<file path="config.mk">
export PLATFORM = sky130hd
export DESIGN_NAME = merge_top
export DESIGN_NICKNAME = d
export VERILOG_FILES = /design/src/verilog/merge_pkg.sv /design/src/verilog/merge_ctrl_if.sv /design/src/verilog/merge_regs.sv /design/src/verilog/lane_bank.sv /design/src/verilog/strided_merge.sv /design/src/verilog/merge_top.sv
export SDC_FILE = /design/constraint.sdc
export NUM_CORES = 1
export LEC_CHECK = 0
export ABC_CLOCK_PERIOD_IN_PS = 19100
export BUFFER_PORTS_ARGS = -buffer_cell sky130_fd_sc_hd__buf_2
export CAP_MARGIN = 20
export CORE_AREA = 10 10 208 289
export CTS_BUF_LIST = sky130_fd_sc_hd__clkbuf_8
export DETAILED_ROUTE_END_ITERATION = 10
export DIE_AREA = 0 0 218 299
export MAX_ROUTING_LAYER = met4
export PLACE_DENSITY = 0.78
export SLEW_MARGIN = 40
export SYNTH_ARGS = -nofsm -noshare
export SYNTH_HDL_FRONTEND = slang
export SYNTH_SLANG_ARGS = --single-unit
</file>
<file path="constraint.sdc">
create_clock -name clk -period 19.1 [get_ports clk]
set_clock_uncertainty 0.1 [all_clocks]
set_input_delay 2.865 -clock clk [delete_from_list [all_inputs] [get_ports clk]]
set_output_delay 2.865 -clock clk [all_outputs]
set_load 0.005 [all_outputs]
</file>
<file path="src/verilog/merge_pkg.sv">
`default_nettype none

package merge_pkg;

   // APB byte address width seen by the register block
   localparam int APB_ADDR_W = 8;

   // Control register, bit 0 written as one requests a start
   localparam logic [APB_ADDR_W-1:0] REG_CTRL = 8'h00;

   // Number of idle cycles between start and the first lane
   localparam logic [APB_ADDR_W-1:0] REG_DELAY0 = 8'h04;

   // Each lane is held for stride plus one cycles
   localparam logic [APB_ADDR_W-1:0] REG_STRIDE = 8'h08;

   // Read only, bit 0 busy and bit 1 sticky done
   localparam logic [APB_ADDR_W-1:0] REG_STATUS = 8'h0C;

   localparam int STATUS_BUSY_BIT = 0;
   localparam int STATUS_DONE_BIT = 1;

   // Lane i lives at REG_LANE_BASE + 4*i
   localparam logic [APB_ADDR_W-1:0] REG_LANE_BASE = 8'h40;

   // Merge engine states
   typedef enum logic [1:0] {
      IDLE,   // Waiting for a start pulse
      DELAY,  // Counting down the initial delay
      SWEEP   // Emitting lanes in ascending order
   } merge_state_t;

endpackage

`default_nettype wire

</file>
<file path="src/verilog/merge_ctrl_if.sv">
`timescale 1ns/1ns
`default_nettype none

interface merge_ctrl_if #(
   parameter int DELAY_W = 7
) ();

   logic               start;   // One cycle launch pulse
   logic [DELAY_W-1:0] delay0;
   logic [DELAY_W-1:0] stride;
   logic               busy;
   logic               last;    // High on the final valid beat of a sweep

   modport regs_mp (
      output start,
      output delay0,
      output stride,
      input  busy,
      input  last
   );

   modport engine_mp (
      input  start,
      input  delay0,
      input  stride,
      output busy,
      output last
   );

endinterface

`default_nettype wire

</file>
<file path="src/verilog/merge_regs.sv">
`timescale 1ns/1ns
`default_nettype none

module merge_regs import merge_pkg::*; #(
   parameter int DATA_W  = 32,
   parameter int LANES   = 16,
   parameter int DELAY_W = 7,
   localparam int LANE_W = $clog2(LANES)
) (
   input  wire                   clk,
   input  wire                   rst,
   input  wire                   psel,
   input  wire                   penable,
   input  wire                   pwrite,
   input  wire  [APB_ADDR_W-1:0] paddr,
   input  wire  [DATA_W-1:0]     pwdata,
   output logic [DATA_W-1:0]     prdata,
   output logic                  pready,
   output logic                  pslverr,
   merge_ctrl_if.regs_mp         ctrl,
   output logic                  wr_en,
   output logic [LANE_W-1:0]     wr_addr,
   output logic [DATA_W-1:0]     wr_data,
   output logic [LANE_W-1:0]     rd_addr_host,
   input  wire  [DATA_W-1:0]     rd_data_host
);

   logic                  access;
   logic [APB_ADDR_W-1:0] lane_off;
   logic [LANE_W-1:0]     lane_idx;
   logic                  is_ctrl;
   logic                  is_delay;
   logic                  is_stride;
   logic                  is_status;
   logic                  is_lane;
   logic                  unmapped;
   logic                  busy_any;
   logic                  refused;
   logic                  wr_ok;
   logic                  start_req;
   logic [DELAY_W-1:0]    delay0_q;
   logic [DELAY_W-1:0]    stride_q;
   logic                  start_q;
   logic                  done_q;

   assign access   = psel & penable;   // APB access phase
   assign lane_off = paddr - REG_LANE_BASE;
   assign lane_idx = lane_off[LANE_W+1:2];

   assign is_ctrl   = (paddr == REG_CTRL);
   assign is_delay  = (paddr == REG_DELAY0);
   assign is_stride = (paddr == REG_STRIDE);
   assign is_status = (paddr == REG_STATUS);
   assign is_lane   = (paddr >= REG_LANE_BASE) && (lane_off[1:0] == 2'b00) &&
                      ((lane_off >> 2) < LANES);
   assign unmapped  = !(is_ctrl || is_delay || is_stride || is_status || is_lane);

   // A start still in flight counts as busy so no second one slips through
   assign busy_any = ctrl.busy | start_q;

   assign refused = pwrite & busy_any &
                    (is_delay | is_stride | is_lane | (is_ctrl & pwdata[0]));

   assign wr_ok     = access & pwrite & ~refused;
   assign start_req = wr_ok & is_ctrl & pwdata[0];

   assign pready  = 1'b1;   // Zero wait states
   assign pslverr = access & (unmapped | refused);

   assign wr_en        = wr_ok & is_lane;
   assign wr_addr      = lane_idx;
   assign wr_data      = pwdata;
   assign rd_addr_host = lane_idx;

   assign ctrl.start  = start_q;
   assign ctrl.delay0 = delay0_q;
   assign ctrl.stride = stride_q;

   always_comb begin
      prdata = '0;
      if (is_delay) begin
         prdata[DELAY_W-1:0] = delay0_q;
      end else if (is_stride) begin
         prdata[DELAY_W-1:0] = stride_q;
      end else if (is_status) begin
         prdata[STATUS_BUSY_BIT] = ctrl.busy;
         prdata[STATUS_DONE_BIT] = done_q;
      end else if (is_lane) begin
         prdata = rd_data_host;
      end
   end

   always_ff @(posedge clk or posedge rst) begin
      if (rst) begin
         delay0_q <= '0;
         stride_q <= '0;
         start_q  <= 1'b0;
         done_q   <= 1'b0;
      end else begin
         start_q <= start_req;
         if (wr_ok && is_delay) begin
            delay0_q <= pwdata[DELAY_W-1:0];
         end
         if (wr_ok && is_stride) begin
            stride_q <= pwdata[DELAY_W-1:0];
         end
         if (start_req) begin
            done_q <= 1'b0;
         end else if (ctrl.last) begin
            done_q <= 1'b1;   // Sticky until the next start
         end
      end
   end

   // The engine must be idle when it sees start, and it must pick the start up
   a_start_when_idle: assert property (@(posedge clk) disable iff (rst)
      ctrl.start |-> (!ctrl.busy ##1 ctrl.busy));

endmodule

`default_nettype wire

</file>
<file path="src/verilog/lane_bank.sv">
`timescale 1ns/1ns
`default_nettype none

module lane_bank #(
   parameter int DATA_W = 32,
   parameter int LANES  = 16,
   localparam int LANE_W = $clog2(LANES)
) (
   input  wire                clk,
   input  wire                rst,
   input  wire                wr_en,
   input  wire  [LANE_W-1:0]  wr_addr,
   input  wire  [DATA_W-1:0]  wr_data,
   input  wire  [LANE_W-1:0]  rd_addr_host,
   output logic [DATA_W-1:0]  rd_data_host,
   input  wire  [LANE_W-1:0]  rd_addr_eng,
   output logic [DATA_W-1:0]  rd_data_eng
);

   logic [DATA_W-1:0] lanes [LANES];

   always_ff @(posedge clk or posedge rst) begin
      if (rst) begin
         for (int i = 0; i < LANES; i++) begin
            lanes[i] <= '0;
         end
      end else if (wr_en) begin
         lanes[wr_addr] <= wr_data;
      end
   end

   // Both read ports are plain muxes on the array
   assign rd_data_host = lanes[rd_addr_host];
   assign rd_data_eng  = lanes[rd_addr_eng];

endmodule

`default_nettype wire

</file>
<file path="src/verilog/strided_merge.sv">
`timescale 1ns/1ns
`default_nettype none

module strided_merge import merge_pkg::*; #(
   parameter int DATA_W  = 32,
   parameter int LANES   = 16,
   parameter int DELAY_W = 7,
   localparam int LANE_W = $clog2(LANES)
) (
   input  wire                clk,
   input  wire                rst,
   merge_ctrl_if.engine_mp    ctrl,
   output logic [LANE_W-1:0]  rd_addr_eng,
   input  wire  [DATA_W-1:0]  rd_data_eng,
   output logic               out_valid,
   output logic [DATA_W-1:0]  out_data,
   output logic [LANE_W-1:0]  out_lane
);

   merge_state_t       state;
   merge_state_t       state_nxt;
   logic [DELAY_W-1:0] delay_cnt;
   logic [DELAY_W-1:0] delay_nxt;
   logic [DELAY_W-1:0] stride_cnt;
   logic [DELAY_W-1:0] stride_nxt;
   logic [DELAY_W-1:0] stride_q;
   logic [LANE_W-1:0]  lane;
   logic [LANE_W-1:0]  lane_nxt;
   logic               hold_end;

   assign hold_end  = (stride_cnt == stride_q);   // Current lane has had its stride+1 cycles
   assign ctrl.last = (state == SWEEP) && hold_end && (lane == LANE_W'(LANES - 1));
   assign ctrl.busy = (state != IDLE);

   always_comb begin
      state_nxt  = state;
      delay_nxt  = delay_cnt;
      stride_nxt = stride_cnt;
      lane_nxt   = lane;
      case (state)
         IDLE: begin
            if (ctrl.start) begin
               delay_nxt  = ctrl.delay0;
               stride_nxt = '0;
               lane_nxt   = '0;
               state_nxt  = (ctrl.delay0 == '0) ? SWEEP : DELAY;
            end
         end
         DELAY: begin
            delay_nxt = delay_cnt - 1'b1;
            if (delay_cnt == DELAY_W'(1)) begin
               state_nxt = SWEEP;
            end
         end
         SWEEP: begin
            if (!hold_end) begin
               stride_nxt = stride_cnt + 1'b1;
            end else begin
               stride_nxt = '0;
               if (ctrl.last) begin
                  state_nxt = IDLE;
               end else begin
                  lane_nxt = lane + 1'b1;
               end
            end
         end
         default: state_nxt = IDLE;
      endcase
   end

   // Look ahead by one lane so the word lands in out_data together with its index
   assign rd_addr_eng = lane_nxt;
   assign out_lane    = lane;

   always_ff @(posedge clk or posedge rst) begin
      if (rst) begin
         state      <= IDLE;
         delay_cnt  <= '0;
         stride_cnt <= '0;
         stride_q   <= '0;
         lane       <= '0;
         out_valid  <= 1'b0;
      end else begin
         state      <= state_nxt;
         delay_cnt  <= delay_nxt;
         stride_cnt <= stride_nxt;
         lane       <= lane_nxt;
         out_valid  <= (state_nxt == SWEEP);
         if (state == IDLE && ctrl.start) begin
            stride_q <= ctrl.stride;   // Held for the whole sweep
         end
      end
   end

   always_ff @(posedge clk) begin
      out_data <= rd_data_eng;
   end

   a_lane_range: assert property (@(posedge clk) disable iff (rst)
      lane <= LANE_W'(LANES - 1));

   a_valid_in_sweep: assert property (@(posedge clk) disable iff (rst)
      out_valid |-> (state == SWEEP));

   // The sweep ends in SWEEP and busy drops on the following cycle
   a_last_in_sweep: assert property (@(posedge clk) disable iff (rst)
      ctrl.last |-> ((state == SWEEP) ##1 !ctrl.busy));

endmodule

`default_nettype wire

</file>
<file path="src/verilog/merge_top.sv">
`timescale 1ns/1ns
`default_nettype none

module merge_top import merge_pkg::*; #(
   parameter int DATA_W  = 32,
   parameter int LANES   = 16,
   parameter int DELAY_W = 7,
   localparam int LANE_W = $clog2(LANES)
) (
   input  wire                   clk,
   input  wire                   rst,
   input  wire                   psel,
   input  wire                   penable,
   input  wire                   pwrite,
   input  wire  [APB_ADDR_W-1:0] paddr,
   input  wire  [DATA_W-1:0]     pwdata,
   output logic [DATA_W-1:0]     prdata,
   output logic                  pready,
   output logic                  pslverr,
   output logic                  out_valid,
   output logic [DATA_W-1:0]     out_data,
   output logic [LANE_W-1:0]     out_lane
);

   logic              wr_en;
   logic [LANE_W-1:0] wr_addr;
   logic [DATA_W-1:0] wr_data;
   logic [LANE_W-1:0] rd_addr_host;
   logic [DATA_W-1:0] rd_data_host;
   logic [LANE_W-1:0] rd_addr_eng;
   logic [DATA_W-1:0] rd_data_eng;

   merge_ctrl_if #(.DELAY_W(DELAY_W)) ctrl_if ();

   merge_regs #(
      .DATA_W  (DATA_W),
      .LANES   (LANES),
      .DELAY_W (DELAY_W)
   ) i_regs (
      .clk          (clk),
      .rst          (rst),
      .psel         (psel),
      .penable      (penable),
      .pwrite       (pwrite),
      .paddr        (paddr),
      .pwdata       (pwdata),
      .prdata       (prdata),
      .pready       (pready),
      .pslverr      (pslverr),
      .ctrl         (ctrl_if.regs_mp),
      .wr_en        (wr_en),
      .wr_addr      (wr_addr),
      .wr_data      (wr_data),
      .rd_addr_host (rd_addr_host),
      .rd_data_host (rd_data_host)
   );

   lane_bank #(
      .DATA_W (DATA_W),
      .LANES  (LANES)
   ) i_bank (
      .clk          (clk),
      .rst          (rst),
      .wr_en        (wr_en),
      .wr_addr      (wr_addr),
      .wr_data      (wr_data),
      .rd_addr_host (rd_addr_host),
      .rd_data_host (rd_data_host),
      .rd_addr_eng  (rd_addr_eng),
      .rd_data_eng  (rd_data_eng)
   );

   strided_merge #(
      .DATA_W  (DATA_W),
      .LANES   (LANES),
      .DELAY_W (DELAY_W)
   ) i_engine (
      .clk         (clk),
      .rst         (rst),
      .ctrl        (ctrl_if.engine_mp),
      .rd_addr_eng (rd_addr_eng),
      .rd_data_eng (rd_data_eng),
      .out_valid   (out_valid),
      .out_data    (out_data),
      .out_lane    (out_lane)
   );

endmodule

`default_nettype wire

</file>
# After elaboration in Yosys (flattened, before gate mapping)
# Index checks and enable logic that the tools add are counted.
# W data, S select, Z words.
word_totals:
  word_cells: 120
  reg_bits: 588
  output_inout_bits: 71
  input_bits: 45
op_classes:
  n_addsub: 4
  mux: 33
  eq_ne: 10
  n_bitwise: 18
  reduce_logical: 23
  n_lt_le_gt_ge: 5
ops:
  columns: ["cell", "n"]
  rows:
  - ["$bwmux W512", 1]
  - ["$bmux W32 S4", 2]
  - ["$mux W32", 6]
  - ["$demux W32 S4", 1]
  - ["$mux W25", 2]
  - ["$mux W7", 5]
  - ["$mux W30", 1]
  - ["$pmux W7 S2", 2]
  - ["$eq A8 B4 Y1 const B", 2]
  - ["$mux W2", 6]
  - ["$mux W4", 3]
  - ["$and A1 B1 Y1", 10]
  - ["$ge A5 B5 Y1 const B", 2]
  - ["$not A4 Y5", 2]
  - ["$eq A8 B3 Y1 const B", 1]
  - ["$ge A8 B7 Y1 const B", 1]
  - ["$logic_and A1 B1 Y1", 8]
  - ["$logic_not A8 Y1", 1]
  - ["$pmux W4 S2", 1]
  - ["$reduce_bool A2 Y1", 4]
  - ["$sub A8 B7 Y8 const B", 1]
  - ["$add A7 B1 Y7 const B", 1]
  - ["$eq A7 B1 Y1 const B", 1]
  - ["$eq A7 B7 Y1", 1]
  - ["17 further kinds", 28]

# Depth between registers and ports, before layout
# Gate-level depths: netlist (run 1).
logic_depth:
  depth_word: 12
  ltp_mapped: 13
  depth_no_buf: 9

# Cells and area by module
# Synthesis (run 1) repeated with hierarchy kept, for this count alone.
hier_totals:
  cells_unflattened: 2034
  area_unflattened_um2: 30182.7
modules_own_cells:
  columns: ["module", "instances", "seq_area_each_um2", "cells_each", "area_per_inst_um2"]
  rows:
  - ["lane_bank", 1, 12812.3, 1681, 26629.3]
  - ["strided_merge", 1, 1341.3, 201, 2192.1]
  - ["merge_regs", 1, 400.4, 152, 1361.3]

# Least setup slack after synthesis (run 1)
# No wires, ideal clock.
synth_path:
  path_type: "input to output"
  from: "input port paddr[3]"
  to: "output port prdata[2]"
  arrival_ps: 5066
  stages: 7
  required_time_ps: 16135
  path_buffers: 3
  setup_slack_ps: 11069
  path_cell_list: "clkbuf_1 > buf_1 > clkbuf_1 > mux4_2 > mux4_2 > a222oi_1 > inv_1"
synth_via:
  elab_chain_len: 9
  elab_cells_between_ends: 16
  classes_between: "add/sub (1); order compare (2); eq/ne (3); mux (7); bitwise (1); reduce/logical (2)"
synth_lines:
  columns: ["item", "line_no", "rtl"]
  rows:
  - ["start: declaration", "merge_top.sv:15", "input wire [APB_ADDR_W-1:0] paddr,"]
  - ["$sub A8 B7 Y8", "merge_regs.sv:47", "assign lane_off = paddr - REG_LANE_BASE;"]
  - ["$not A4 Y5 (implied by the code)", "lane_bank.sv:33", "assign rd_data_host = lanes[rd_addr_host];"]
  - ["$bmux W32 S4", "lane_bank.sv:33", null]
  - ["$mux W32 (implied by the code) (2 in series)", "lane_bank.sv:33", null]
  - ["$mux W32", "merge_regs.sv:88", "end else if (is_lane) begin"]
  - ["$mux W30", "merge_regs.sv:85", "end else if (is_status) begin"]
  - ["$mux W7", "merge_regs.sv:83", "end else if (is_stride) begin"]
  - ["$mux W7 *", "merge_regs.sv:81", "if (is_delay) begin"]
  - ["end: declaration", "merge_top.sv:17", "output logic [DATA_W-1:0] prdata,"]
# Mark *: on every way between the ends. The rest lies on a longest branch, timed or not. The select of a mux whose other input is x is not followed.

# Final worst setup path (run 1)
layout_path:
  from: "input port paddr[3]"
  to: "output port prdata[5]"
# Same word-level chain as after synthesis.

==> impl_metrics.env, run 1 <==
export IMPL_syn_area_per_cell_sq_um=12.6
export IMPL_io_pins=116
export IMPL_syn_num_nets=2548
export IMPL_grt_max_degree=121
export IMPL_core_sq_um=54900
export IMPL_hold_path_class="reg2reg"
export IMPL_wl_microns=93600
export IMPL_rr_worst_depth=9
export IMPL_root_buffer="clkbuf_8"
export IMPL_finalCritPeriodShare_pct=46.6
export IMPL_ys_seq_area_share_pct=46.3
export IMPL_avgRoutedWirePerCell_microns=28.5
export IMPL_hold_violations=0
export IMPL_critical_path_class="in2out"
export IMPL_r2r_end="i_engine.out_data[31]"
export IMPL_reg2reg_from="i_engine.state[0]"
export IMPL_cp_startpoint="paddr[3]"
export IMPL_rows=102
export IMPL_syn_area_sq_um=31400
export IMPL_numCtsBuffers=90
export IMPL_cts_sinks=588
export IMPL_numPlacedInstances=3116
export IMPL_whs_ps=398
export IMPL_synth_area_top_cells="dfrtp_1 44%, mux2_2 18%, mux4_2 11%"
export IMPL_fin_setup_tns_ps=0
export IMPL_cp_required_ps=16140
export IMPL_die_area_sq_um=65200
export IMPL_start_util_pct=57.2
export IMPL_antenna_found_initial=6
export IMPL_crit_fanout=46
export IMPL_yosys_warnings=0
export IMPL_h_tree_depth=3
export IMPL_cpPeakStageDelay_ps=590
export IMPL_max_clock_path_buffers=3
export IMPL_instances_no_fill=3286
export IMPL_synth_top_family_by_area="multiplexers"
export IMPL_drt_pass1_iterations=7
export IMPL_post_synth_top_count_cell="dfrtp_1"
export IMPL_drv_slew=0
export IMPL_hpwl_microns=50500
export IMPL_crit_slowest_cell="buf_6"
export IMPL_cp_cell_sequence="buf_6 -> buf_6 -> mux4_2 -> mux4_2 -> a222oi_1 -> inv_1 -> buf_2"
export IMPL_crit_path_end_kind="output pin"
export IMPL_synth_async_reset_ratio_pct=94.6
export IMPL_cts_tree="done"
export IMPL_postRouteAntennaNets=0
export IMPL_vias_per_cell=7.13
export IMPL_drc=0
export IMPL_reg2reg_setup_slack_ps=14560
export IMPL_ir_drop_mv=0.161
export IMPL_rsz0062_at_grt="no"
export IMPL_ys_ff_latch=588
export IMPL_ys_types=63
export IMPL_setup_violations=0
export IMPL_critPathTopFamily="buffers and inverters"
export IMPL_vias=23400
export IMPL_crit_path_start_kind="input pin"
export IMPL_worst_pin_slew_ps=900
export IMPL_placed_area_sq_um=32300
export IMPL_die_h_microns=299
export IMPL_grt_pass1_wl_microns=145000
export IMPL_synth_xor_area_share_pct=0.279
export IMPL_yosysTopAreaCell="dfrtp_1"
export IMPL_nets=2529
export IMPL_synthAdderAreaFrac_pct=0.159
export IMPL_synth_edf_count=0
export IMPL_cts_setup_buffers=0
export IMPL_synthMuxAreaShare_pct=31.3
export IMPL_crit_buf_inv=4
export IMPL_synth_top_cell_area_share_pct=44.3
export IMPL_synth_compound_gate_area_share_pct=10.1
export IMPL_grt_pass1_vias=24600
export IMPL_gp_congestion=0.882
export IMPL_period_minus_slack_ps=8890
export IMPL_netlist_top_cells_count="556 x dfrtp_1, 491 x mux2_2, 169 x nand2_1, 160 x mux4_2, 136 x clkbuf_1"
export IMPL_post_cts_resized=0
export IMPL_worstSetupEndpoint="prdata[5]"
export IMPL_status="finished, final reports clean"
export IMPL_cp_depth=7
export IMPL_dieWidth_microns=218
export IMPL_area_growth_pct=8.92
export IMPL_p_per_area_nw_per_um2=133
export IMPL_critPathArrivalTime_ps=5930
export IMPL_finalPower_w=0.00455
export IMPL_clk_pin_slew_worst_paths_ps=70
export IMPL_synth_simple_gate_area_share_pct=7.26
export IMPL_drv_cap=0
export IMPL_maxSlewHeadroom_pct=40.0
export IMPL_groute_usage_overall_pct=29.4
export IMPL_power_leakage_nw=15.9
export IMPL_ys_flop_type="dfrtp_1"
export IMPL_portBuffers=114
export IMPL_drtIter0Drc=2479
export IMPL_ctsHoldBuffers=0
export IMPL_clk_latency_ps=690
export IMPL_grt_remaining_overflow=0
export IMPL_postLayoutCellArea_sq_um=34200
export IMPL_drive_gt1_share_pct=38.5
export IMPL_synth_cells=2499
export IMPL_clock_fmax_mhz=112
[worst min path at each step]
stage	from	end	slack (ps)	cells after the start
global placement	i_bank.lanes[11]	i_bank.lanes[11]	390	1
global route	i_bank.lanes[44]	i_bank.lanes[44]	430	1
finish	i_engine.stride_q[6]	i_engine.stride_q[6]	400	2
floorplan	i_regs.ctrl.stride[2]	i_engine.stride_q[2]	350	2
detailed placement	i_engine.stride_q[6]	i_engine.stride_q[6]	380	2
CTS	i_engine.stride_q[6]	i_engine.stride_q[6]	400	2
[logic make-up (layout without fill, tap and decap cells)]
| family | count (synthesis) | count (layout) |
|---|---|---|
| flops | 588 | 588 |
| xor+xnor | 10 | 10 |
| other cells | 1 | 7 |
| compound gates | 419 | 419 |
| buf+inv | 336 | 389 |
| simple gates | 422 | 422 |
| fa+ha+maj | 4 | 4 |
| mux | 719 | 719 |
[area by class of cell]
type / count / area [sq um]
clock inverter: 45 / 220
timing repair buffer: 162 / 1070
sequential: 588 / 14600
tap: 728 / 911
clock buffer: 119 / 1640
antenna: 6 / 15.0
multi-input combinational: 1575 / 15500
fill: 4213 / 20700
inverter: 63 / 251
[power by group]
group | total, W | switching [W] | internal [W]
Clock | 0.00108 | 0.000506 | 0.000570
Sequential | 0.00136 | 0.0000413 | 0.00132
Combinational | 0.00212 | 0.00154 | 0.000579
Total | 0.00455 | 0.00209 | 0.00246
[layout by cell type (no fill, tap or decap), drive strengths merged, types with 18 or more instances in the layout]
master / netlist / layout
o211ai: 21 / 21
a2111oi: 48 / 48
mux2: 510 / 510
and2: 27 / 27
nand4: 90 / 90
o31ai: 43 / 43
a22o: 18 / 18
nand2: 170 / 170
buf: 136 / 159
dfrtp: 556 / 556
a41oi: 35 / 35
o2111ai: 48 / 48
inv: 63 / 94
clkbuf: 137 / 122
a221o: 18 / 18
o21ai: 29 / 29
o31a: 18 / 18
a21oi: 88 / 88
nand3: 26 / 26
dfxtp: 32 / 32
mux2i: 49 / 49
nor2: 19 / 19
and4: 32 / 32
mux4: 160 / 160
[state kept, by name (all words and copies together), names as in the netlist]
name                 flops
i_engine.stride_q        7
i_regs.done_q            1
i_engine.out_data       32
i_engine.stride_cnt      7
i_engine.out_lane        4
i_regs.ctrl.start        1
i_engine.state           2
i_bank.lanes           512
i_regs.ctrl.delay0       7
i_engine.delay_cnt       7
i_engine.out_valid       1
i_regs.ctrl.stride       7
[metrics by stage]
step                worst slack [ps]  utilization (%)
CTS                            10070             62.3
floorplan                        588                -
global placement                9940             58.7
detailed placement             10080             58.9
global route                   10150             62.3
finish                         10210             62.3
[routing by layer]
metal | share of wire (%) | GRT usage [%] | wire [microns] | up-vias
li1 | - | - | - | 9620
met1 | 36 | 33.3 | 33700 | 11900
met2 | 49 | 46.9 | 45600 | 1428
met3 | 8.7 | 5.31 | 8130 | 454
met4 | 6.7 | 19.8 | 6230 | 0
met5 | 0 | - | 0 | -
[tightest hold or removal path: stages, from the launching register on]
cell and delay, ps:
dfrtp_1 360, nand2_1 50, nand2_1 50
Power figures use the tool's default switching activity.
==> inputs of run 2 (changes only) <==
--- a/config.mk
+++ b/config.mk
@@ -5,15 +5,15 @@
 export SDC_FILE = /design/constraint.sdc
 export NUM_CORES = 1
 export LEC_CHECK = 0
-export ABC_CLOCK_PERIOD_IN_PS = 19100
+export ABC_CLOCK_PERIOD_IN_PS = 8400
 export BUFFER_PORTS_ARGS = -buffer_cell sky130_fd_sc_hd__buf_2
 export CAP_MARGIN = 20
-export CORE_AREA = 10 10 208 289
+export CORE_AREA = 10 10 197 274
 export CTS_BUF_LIST = sky130_fd_sc_hd__clkbuf_8
 export DETAILED_ROUTE_END_ITERATION = 10
-export DIE_AREA = 0 0 218 299
+export DIE_AREA = 0 0 207 284
 export MAX_ROUTING_LAYER = met4
-export PLACE_DENSITY = 0.78
+export PLACE_DENSITY = 0.82
 export SLEW_MARGIN = 40
 export SYNTH_ARGS = -nofsm -noshare
 export SYNTH_HDL_FRONTEND = slang
==> constraint.sdc (replaced) <==
create_clock -name clk -period 8.4 [get_ports clk]
set_clock_uncertainty 0.1 [all_clocks]
set_input_delay 1.26 -clock clk [delete_from_list [all_inputs] [get_ports clk]]
set_output_delay 1.26 -clock clk [all_outputs]
set_load 0.005 [all_outputs]
==> impl_metrics.env, run 2 (synthesis gave the netlist of run 1 again) <==
export IMPL_dieWidth_microns=207
export IMPL_fillerInstances=3343
export IMPL_multiInputGateArea_sq_um=15600
export IMPL_finalCritPeriodShare_pct=69.9
export IMPL_regMostFlops="i_bank.lanes"
export IMPL_setup_violations=0
export IMPL_core_sq_um=48800
export IMPL_critical_path_class="in2out"
export IMPL_ir_drop_mv=0.319
export IMPL_regArea_sq_um=14600
export IMPL_crit_path_end_kind="output pin"
export IMPL_root_buffer="clkbuf_8"
export IMPL_vias=23800
export IMPL_critPathArrivalTime_ps=4520
export IMPL_grt_pass1_vias=25000
export IMPL_worst_pin_slew_ps=897
export IMPL_clk_pin_slew_worst_paths_ps=60
export IMPL_rsz0062_at_grt="no"
export IMPL_p_per_area_nw_per_um2=301
export IMPL_rr_worst_depth=11
export IMPL_wl_microns=91600
export IMPL_postRouteAntennaNets=0
export IMPL_post_cts_resized=0
export IMPL_mostFrequentLayoutCells="556 x dfrtp_1, 491 x mux2_2, 160 x mux4_2"
export IMPL_crit_path_start_kind="input pin"
export IMPL_clock_fmax_mhz=170
export IMPL_top_regs="i_bank.lanes (512), i_engine.out_data (32)"
export IMPL_hold_violations=0
export IMPL_dp_slack_ps=2630
export IMPL_drc=0
export IMPL_die_h_microns=284
export IMPL_vias_per_cell=7.44
export IMPL_io_pins=116
export IMPL_groute_usage_overall_pct=31.3
export IMPL_power_leakage_nw=15.9
export IMPL_drtIter0Drc=2783
export IMPL_cts_setup_buffers=0
export IMPL_placed_area_sq_um=32200
export IMPL_status="finished, final reports clean"
export IMPL_hold_path_class="reg2reg"
export IMPL_largest_reg_flops=512
export IMPL_nets=2528
export IMPL_cts_sinks=588
export IMPL_portBuffers=114
export IMPL_h_tree_depth=3
export IMPL_grt_remaining_overflow=0
export IMPL_start_util_pct=64.4
export IMPL_drv_slew=0
export IMPL_postLayoutCellArea_sq_um=34100
export IMPL_cts_tree="done"
export IMPL_avgRoutedWirePerCell_microns=28.7
export IMPL_maxSlewHeadroom_pct=40.2
export IMPL_setup_slack_ps=2520
export IMPL_ctsHoldBuffers=0
export IMPL_crit_fanout=58
export IMPL_area_growth_pct=8.59
export IMPL_clk_latency_ps=690
export IMPL_period_minus_slack_ps=5880
export IMPL_grt_pass1_wl_microns=143000
export IMPL_cp_required_ps=7040
export IMPL_antenna_found_initial=5
export IMPL_max_clock_path_buffers=3
export IMPL_hpwl_microns=50700
export IMPL_drive_gt1_share_pct=38.4
export IMPL_drv_cap=0
export IMPL_min_path_cells=2
export IMPL_numCtsBuffers=87
export IMPL_drt_pass1_iterations=6
export IMPL_rows=96
export IMPL_die_area_sq_um=58800
export IMPL_grt_max_degree=109
export IMPL_gp_congestion=0.880
export IMPL_final_common_cell="dfrtp_1"
==> run 2: layer usage <==
layer  wire length [microns]  GRT usage (%)  part of all wire, %
met2                   44800           50.5                   49
met3                    9280           6.17                   10
met4                    5260           18.2                  5.7
met1                   32300           35.9                   35
met5                       0              -                    0
==> run 2: path summary, 6_finish.rpt <==
check | start | to | slack, ps
setup / recovery | paddr[3] | prdata[5] | 2520
hold / removal | i_engine.stride_q[3] | i_engine.stride_q[3] | 410
hold reg to reg | i_engine.stride_q[3] | i_engine.stride_q[3] | 410
max in group asynchronous | rst | i_bank.lanes[506] | 6210
setup reg to reg | i_engine.out_lane[0] | i_engine.out_data[0] | 3430
min in group asynchronous | rst | i_bank.lanes[425] | 480
==> run 2: critical path, stage by stage <==
cell and delay [ps]:
buf_6 570, buf_4 710, mux4_2 590, mux4_2 550, a222oi_1 480, inv_1 90
buf_2 140
==> run 2: area by class of cell <==
type,instances,area share [%]
inverter,63,0.719
tap,637,2.34
sequential,588,42.7
multi-input combinational,1575,45.6
timing repair buffer,164,3.32
clock inverter,50,0.748
antenna,5,0.0367
clock buffer,113,4.56
==> run 2: through the flow <==
step           hold slack (ps)  TNS (ps)  total power [W]  util [%]  std cells
6_report                   406         0           0.0103      69.9       3195
5_1_grt                    441         0           0.0106      69.9       3195
4_1_cts                    410         0           0.0101      69.8       3188
3_5_place_dp               393         0          0.00770      66.1       3025
3_3_place_gp               386         0          0.00757      65.8       3020
2_1_floorplan              354   -293440          0.00629         -       2499
==> run 2: where the power goes <==
group / switching [W] / internal (W)
Clock: 0.00114 / 0.00124
Combinational: 0.00348 / 0.00132
Sequential: 0.0000939 / 0.00299
Total: 0.00472 / 0.00555
